$ cat src/verilog/hdmi_audio_consts.svh
`ifndef HDMI_AUDIO_CONSTS_SVH
`define HDMI_AUDIO_CONSTS_SVH

// 640x480 raster at 25.2 MHz
`define H_ACTIVE        640
`define H_TOTAL         800
`define V_TOTAL         525

// data-island slots inside horizontal blanking
`define SLOT_SPACING    32
`define SLOT_COUNT      4

// one sample every 787 pixel clocks gives roughly 32 kHz
`define SAMPLE_DIVIDER  787
`define SAMPLE_STEP     16'd257

// sample buffer
`define FIFO_DEPTH      8
`define FIFO_COUNT_W    4

`endif

$ cat src/verilog/hdmi_audio_pkg.sv
package hdmi_audio_pkg;

    // encodings follow the packet type codes of the transmitter core
    typedef enum logic [1:0]
    {
        pkt_null  = 2'd0,
        pkt_acr   = 2'd1, // audio clock regeneration
        pkt_audio = 2'd2
    } packet_kind_e;

    // one mono sawtooth word
    typedef struct packed
    {
        logic [15:0] level;
    } audio_sample_t;

    // a packet is reduced to its kind and a single sample word
    typedef struct packed
    {
        packet_kind_e  kind;
        audio_sample_t sample; // zero unless kind is pkt_audio
    } data_packet_t;

    typedef struct packed
    {
        logic [9:0] cx;
        logic [9:0] cy;
    } raster_pos_t;

endpackage

$ cat src/verilog/raster_timing.sv
`timescale 1ns/10ps
`include "hdmi_audio_consts.svh"

module raster_timing
(
    input  logic                       clk_pixel,
    input  logic                       arst_n,
    output hdmi_audio_pkg::raster_pos_t pos,
    output logic                       frame_start,
    output logic                       slot
);

    logic [9:0] cx;
    logic [9:0] cy;

    always_ff @(posedge clk_pixel or negedge arst_n)
    begin
        if (!arst_n)
        begin
            cx <= '0;
            cy <= '0;
        end
        else if (cx == 10'(`H_TOTAL - 1))
        begin
            cx <= '0;
            if (cy == 10'(`V_TOTAL - 1))
                cy <= '0;
            else
                cy <= cy + 10'd1;
        end
        else
        begin
            cx <= cx + 10'd1;
        end
    end

    assign pos.cx = cx;
    assign pos.cy = cy;

    assign frame_start = (cx == 10'd0) && (cy == 10'd0);

    // slots sit at fixed offsets after the end of active video, on every line
    always_comb
    begin
        slot = 1'b0;
        for (int k = 0; k < `SLOT_COUNT; k++)
        begin
            if (cx == 10'(`H_ACTIVE + k * `SLOT_SPACING))
                slot = 1'b1;
        end
    end

endmodule

$ cat src/verilog/sawtooth_source.sv
`timescale 1ns/10ps
`include "hdmi_audio_consts.svh"

module sawtooth_source
(
    input  logic                         clk_pixel,
    input  logic                         arst_n,
    output hdmi_audio_pkg::audio_sample_t sample,
    output logic                         sample_strobe
);

    localparam int DIV_W = $clog2(`SAMPLE_DIVIDER);

    logic [DIV_W-1:0] div_cnt;
    logic [15:0]      level;

    // divider wraps once per sample period
    always_ff @(posedge clk_pixel or negedge arst_n)
    begin
        if (!arst_n)
        begin
            div_cnt       <= '0;
            sample_strobe <= 1'b0;
        end
        else
        begin
            sample_strobe <= (div_cnt == DIV_W'(`SAMPLE_DIVIDER - 1)); // the first strobe lands a full period after reset
            if (div_cnt == DIV_W'(`SAMPLE_DIVIDER - 1))
                div_cnt <= '0;
            else
                div_cnt <= div_cnt + DIV_W'(1);
        end
    end

    always_ff @(posedge clk_pixel or negedge arst_n)
    begin
        if (!arst_n)
            level <= '0;
        else if (sample_strobe)
            level <= level + `SAMPLE_STEP; // wraps modulo 2^16
    end

    assign sample.level = level;

endmodule

$ cat src/verilog/sample_fifo.sv
`timescale 1ns/10ps
`include "hdmi_audio_consts.svh"

module sample_fifo
(
    input  logic                         clk_pixel,
    input  logic                         arst_n,
    input  logic                         push,
    input  hdmi_audio_pkg::audio_sample_t push_data,
    input  logic                         pop,
    output hdmi_audio_pkg::audio_sample_t head,
    output logic [`FIFO_COUNT_W-1:0]     count
);

    localparam int PTR_W = $clog2(`FIFO_DEPTH);

    hdmi_audio_pkg::audio_sample_t mem [`FIFO_DEPTH];

    logic [PTR_W-1:0] wr_ptr;
    logic [PTR_W-1:0] rd_ptr;
    logic             full;
    logic             push_ok;

    assign full    = (count == `FIFO_COUNT_W'(`FIFO_DEPTH));
    assign push_ok = push && !full; // overflow just loses the sample

    always_ff @(posedge clk_pixel)
    begin
        if (push_ok)
            mem[wr_ptr] <= push_data;
    end

    always_ff @(posedge clk_pixel or negedge arst_n)
    begin
        if (!arst_n)
        begin
            wr_ptr <= '0;
            rd_ptr <= '0;
            count  <= '0;
        end
        else
        begin
            if (push_ok)
                wr_ptr <= (wr_ptr == PTR_W'(`FIFO_DEPTH - 1)) ? '0 : wr_ptr + PTR_W'(1);

            // the scheduler never pops an empty buffer
            if (pop)
                rd_ptr <= (rd_ptr == PTR_W'(`FIFO_DEPTH - 1)) ? '0 : rd_ptr + PTR_W'(1);

            case ({push_ok, pop})
                2'b10:   count <= count + `FIFO_COUNT_W'(1);
                2'b01:   count <= count - `FIFO_COUNT_W'(1);
                default: count <= count; // simultaneous push and pop cancel
            endcase
        end
    end

    assign head = mem[rd_ptr];

endmodule

$ cat src/verilog/packet_scheduler.sv
`timescale 1ns/10ps
`include "hdmi_audio_consts.svh"

module packet_scheduler
(
    input  logic                         clk_pixel,
    input  logic                         arst_n,
    input  logic                         frame_start,
    input  logic                         slot,
    input  logic [`FIFO_COUNT_W-1:0]     count,
    input  hdmi_audio_pkg::audio_sample_t head,
    output logic                         pop,
    output hdmi_audio_pkg::data_packet_t  packet,
    output logic                         packet_strobe
);

    hdmi_audio_pkg::packet_kind_e kind_sel;
    hdmi_audio_pkg::data_packet_t packet_d;
    logic                         acr_sent;

    // regeneration packet first in each frame, then audio while anything is buffered
    always_comb
    begin
        if (!acr_sent)
            kind_sel = hdmi_audio_pkg::pkt_acr;
        else if (count != '0)
            kind_sel = hdmi_audio_pkg::pkt_audio;
        else
            kind_sel = hdmi_audio_pkg::pkt_null;
    end

    assign pop = slot && (kind_sel == hdmi_audio_pkg::pkt_audio);

    always_comb
    begin
        packet_d.kind   = kind_sel;
        packet_d.sample = (kind_sel == hdmi_audio_pkg::pkt_audio) ? head : '0;
    end

    always_ff @(posedge clk_pixel or negedge arst_n)
    begin
        if (!arst_n)
            acr_sent <= 1'b0;
        else if (frame_start)
            acr_sent <= 1'b0;
        else if (slot && kind_sel == hdmi_audio_pkg::pkt_acr)
            acr_sent <= 1'b1;
    end

    always_ff @(posedge clk_pixel or negedge arst_n)
    begin
        if (!arst_n)
        begin
            packet_strobe <= 1'b0;
            packet        <= '0;
        end
        else
        begin
            packet_strobe <= slot;
            if (slot)
                packet <= packet_d; // held until the next slot
        end
    end

endmodule

$ cat src/verilog/hdmi_audio_top.sv
`timescale 1ns/10ps
`include "hdmi_audio_consts.svh"

module hdmi_audio_top
(
    input  logic                        clk_pixel,
    input  logic                        arst_n,
    output hdmi_audio_pkg::raster_pos_t  pos,
    output hdmi_audio_pkg::data_packet_t packet,
    output logic                        packet_strobe,
    output logic [`FIFO_COUNT_W-1:0]    buffered
);

    logic                          frame_start;
    logic                          slot;
    logic                          sample_strobe;
    logic                          pop;
    hdmi_audio_pkg::audio_sample_t sample;
    hdmi_audio_pkg::audio_sample_t head;

    raster_timing raster_timing_i (
        .clk_pixel   (clk_pixel),
        .arst_n      (arst_n),
        .pos         (pos),
        .frame_start (frame_start),
        .slot        (slot)
    );

    sawtooth_source sawtooth_source_i (
        .clk_pixel     (clk_pixel),
        .arst_n        (arst_n),
        .sample        (sample),
        .sample_strobe (sample_strobe)
    );

    sample_fifo sample_fifo_i (
        .clk_pixel (clk_pixel),
        .arst_n    (arst_n),
        .push      (sample_strobe),
        .push_data (sample),
        .pop       (pop),
        .head      (head),
        .count     (buffered)
    );

    packet_scheduler packet_scheduler_i (
        .clk_pixel     (clk_pixel),
        .arst_n        (arst_n),
        .frame_start   (frame_start),
        .slot          (slot),
        .count         (buffered),
        .head          (head),
        .pop           (pop),
        .packet        (packet),
        .packet_strobe (packet_strobe)
    );

endmodule

$ cat config.mk
export PLATFORM = sky130hd
export DESIGN_NAME = hdmi_audio_top
export DESIGN_NICKNAME = d
export VERILOG_FILES = /design/src/verilog/hdmi_audio_pkg.sv /design/src/verilog/raster_timing.sv /design/src/verilog/sawtooth_source.sv /design/src/verilog/sample_fifo.sv /design/src/verilog/packet_scheduler.sv /design/src/verilog/hdmi_audio_top.sv
export VERILOG_INCLUDE_DIRS = /design/src /design/src/verilog
export SDC_FILE = /design/constraint.sdc
export NUM_CORES = 1
export LEC_CHECK = 0
export CORE_ASPECT_RATIO = 0.8
export CORE_MARGIN = 2
export CORE_UTILIZATION = 40
export DETAILED_ROUTE_END_ITERATION = 8
export DONT_BUFFER_PORTS = 1
export GPL_TIMING_DRIVEN = 0
export PLACE_DENSITY = 0.59
export SETUP_SLACK_MARGIN = 0.02
export SLEW_MARGIN = 20
export SYNTH_ARGS = -nofsm -noshare
export SYNTH_HDL_FRONTEND = slang
export SYNTH_SLANG_ARGS = --single-unit
$ cat constraint.sdc
create_clock -name clk_pixel -period 4.9 [get_ports clk_pixel]
set_clock_uncertainty 0.05 [all_clocks]
set_input_delay 0.98 -clock clk_pixel [delete_from_list [all_inputs] [get_ports clk_pixel]]
set_output_delay 0.98 -clock clk_pixel [all_outputs]
set_load 0.03 [all_outputs]
==> results.md <==
* Minimum hold slack at 0.1328 ns
* Crit-path max FO at 11
* Total wire length at 16,990 µm
* Post-Syn Area at 8512 µm²
* CP Data Required Time at 5.21 ns
* Clock Latency Late Sink at 0.50 ns
* Measured slew at the worst slew-check pin at 0.7992 ns
* Num rows at 47
* Fin. max-slew vios at 0
* CTS sink cnt at 205
* Synth area leader: edfxtp_1
* Post-CTS setup buffer count at 0
* Dpl cell area at 9026 µm²
* Via count of the first global-routing pass at 4,633
* Worst slew margin at 46.54%
* Core Footprint at 20,760 µm²
* # fillers at 1,757
* HPWL reported at the end of detailed placement at 11,630 µm
* Clock Tree Buf Depth at 3
* LEAKAGE at 3.263 nW
* Design area at 9811 µm²
* Initial Utilization at 41.00%
* Worst R2R Path Depth at 11
* Pre-Repair DR Iteration Count at 4
* Post-synthesis cell type count at 59
* Synth cell count leaders: edfxtp_1, dfrtp_1, mux4_1
* Die width at 167.1 µm
* Die H at 134.5 µm
* Number of synthesized flops with an enable pin at 128
* Worst setup path class: flop to flop
* R2R Path Start: raster_timing_i.cx[2]
* Grt ovf at 0
* Final core occ at 47.26%
* Setup crit start kind: flop
* Seq pwr share at 50.7%
* Cts bufs inserted at 23
* Total GRT Usage at 15.64%
* Reg clk slew, reported paths at 0.06 ns
* Num ports at 45
* Post-route minimum period at 3.137 ns
* Count leader, synth: edfxtp_1
* Vias per inst at 5.379
* Initial DRC count at 283
* Syn. warnings at 0
* Vias at 4,416
* Area delta synth->final at 15.26%
* Post-synthesis cell count at 493
* IO buf count at 0
* Pwr/cell area at 366.2 nW/µm²
* Worst R2R Setup Slack at 1.76 ns
* H-tree depth at 1
* Nets@finish at 552
* Gpl congestion at 0.7865
* Pint at 0.002933 W
* Place WS at 1.748 ns
* Fin worst setup slack at 1.763 ns
* Async S/R FF share, synth at 37.56%
* Post_cts resized at 0
* Initial antenna violation count at 0
* Largest net degree at the start of global routing at 78
* RSZ-0062 raised after global routing: false
* N_diodes at 0
* Switching Fraction at 18.36%
* Critical path arrival at 3.45 ns
* Combinational share of power at 0%
* #FFs+latches synth at 205
* DRC Markers at 0
* Syn Nets at 509
* Status: complete, no violations
* Share of cells above drive strength 1 at 18.84%
* First-pass GRT wire length at 26,950 µm
* Final setup vio count at 0
* Max cap viols at 0
* Worst IR Drop VDD at 0.2767 mV
* Psw at 0.0006595 W
* Post-synth top area share at 45.16%
* Min-Delay Path Class: input pin to asynchronous set/reset pin
* Sequential fraction of the synthesis area at 67.79%
* Syn Area/Cell at 17.27 µm²
* Fmax at 318.8 MHz
* Cts hold-fix bufs at 0
* Antenna Nets Post-Route at 0
* Clk network pwr share at 49.3%
* Primary FF master, synth: edfxtp_1
* Wire length per cell at 20.69 µm
* Synth top area cells: edfxtp_1, dfrtp_1, mux4_1, mux2_2, mux4_2
* CTS tree: built
* Power Total at 0.003593 W
* Die area at 22,470 µm²
* Worst setup EP type: flop
* Clk root buf: clkbuf_16
* FF-to-FF End: sample_fifo_i.count[2]
* Period utilization at 64.02%
* Final Hold Vio Count at 0
[cell usage in the layout, fill, tap and decap left out, types with 6 or more instances in the layout]
cell type,n
clkbuf_1,17
nand2_1,20
dfrtp_1,77
o21ai_1,6
clkbuf_8,6
buf_2,10
xor2_1,18
nand3_1,13
mux2_2,19
a22o_1,16
ha_1,14
xnor2_1,19
clkbuf_16,23
edfxtp_1,128
nand4_1,7
inv_1,10
mux4_1,24
nor2_1,17
and3_1,7
mux4_2,8
buf_4,7
[power by group through the flow]
stage	registers, W	clock network, W	logic [W]
after floorplan	0.00186	0	0.000000000840
after global placement	0.00186	0	0.000000000840
after detailed placement	0.00186	0	0.000000000950
after CTS	0.00182	0.00180	0.000000000950
after global routing	0.00182	0.00187	0.000000000950
final	0.00182	0.00177	0.000000000950
[cell families after synthesis]
group / after synthesis / share of synthesized area [%]
flops: 205 / 67.79
simple gates: 105 / 7.306
mux: 56 / 12.69
compound gates: 45 / 4.189
xor+xnor: 37 / 3.807
buf+inv: 31 / 2.161
fa+ha+maj: 14 / 2.058
[final cells by class]
cell class / count / area [µm²] / share of cell area, %
well taps: 269 / 336.6 / 3.431
clock inverters: 5 / 100.1 / 1.020
repair buffers: 18 / 136.4 / 1.390
inverters: 12 / 45.04 / 0.4591
plain buffers: 19 / 138.9 / 1.416
clock buffers: 36 / 684.4 / 6.976
flip-flops and latches: 205 / 5771 / 58.82
multi-input cells: 257 / 2599 / 26.49
[through the flow]
stage,TNS [ns],std cells
after CTS,0,821
final,0,821
after floorplan,0,493
after global routing,0,821
after global placement,-9.146,762
after detailed placement,0,780
[layer usage]
layer  vias up  GRT usage, %  wire (µm)
met4         0         3.688        365
met2        85         24.87       8038
met3        29         3.195        813
met1      2288         22.42       7773
met5         -             0          0
li1       2014             -          -
[state kept, by name (all words and copies together) (netlist names)]
signal and flops:
sample_fifo_i.mem 128, packet_scheduler_i.packet 18, sawtooth_source_i.sample 16, raster_timing_i.cx 10, raster_timing_i.cy 10, sawtooth_source_i.div_cnt 10, sample_fifo_i.count 4, sample_fifo_i.rd_ptr 3
sample_fifo_i.wr_ptr 3, packet_scheduler_i.acr_sent 1, packet_scheduler_i.packet_strobe 1, sawtooth_source_i.sample_strobe 1
[how the worst max path moves through the flow]
stage	from	to	slack, ns	cells past startpoint
floorplan	sample_fifo_i.count[1]	sample_fifo_i.mem[2][0]	1.60	3
global placement	sample_fifo_i.count[1]	sample_fifo_i.mem[1][1]	-0.40	3
detailed placement	raster_timing_i.cx[2]	sample_fifo_i.count[2]	1.75	11
CTS	raster_timing_i.cx[2]	sample_fifo_i.count[2]	1.74	11
global route	raster_timing_i.cx[2]	sample_fifo_i.count[2]	1.47	11
finish	raster_timing_i.cx[2]	sample_fifo_i.count[2]	1.76	11
[critical path, cell delays in order (launching register included)]
cell     delay (ns)
dfrtp_1        0.56
nor4_1         0.42
nand4_1        0.19
nor2_1         0.32
buf_2          0.36
ha_1           0.31
xor2_1         0.10
ha_1           0.19
a21oi_1        0.14
xor2_1         0.15
nor2_1         0.06
xor2_1         0.14
No activity file was read; power rests on OpenSTA's default activity.
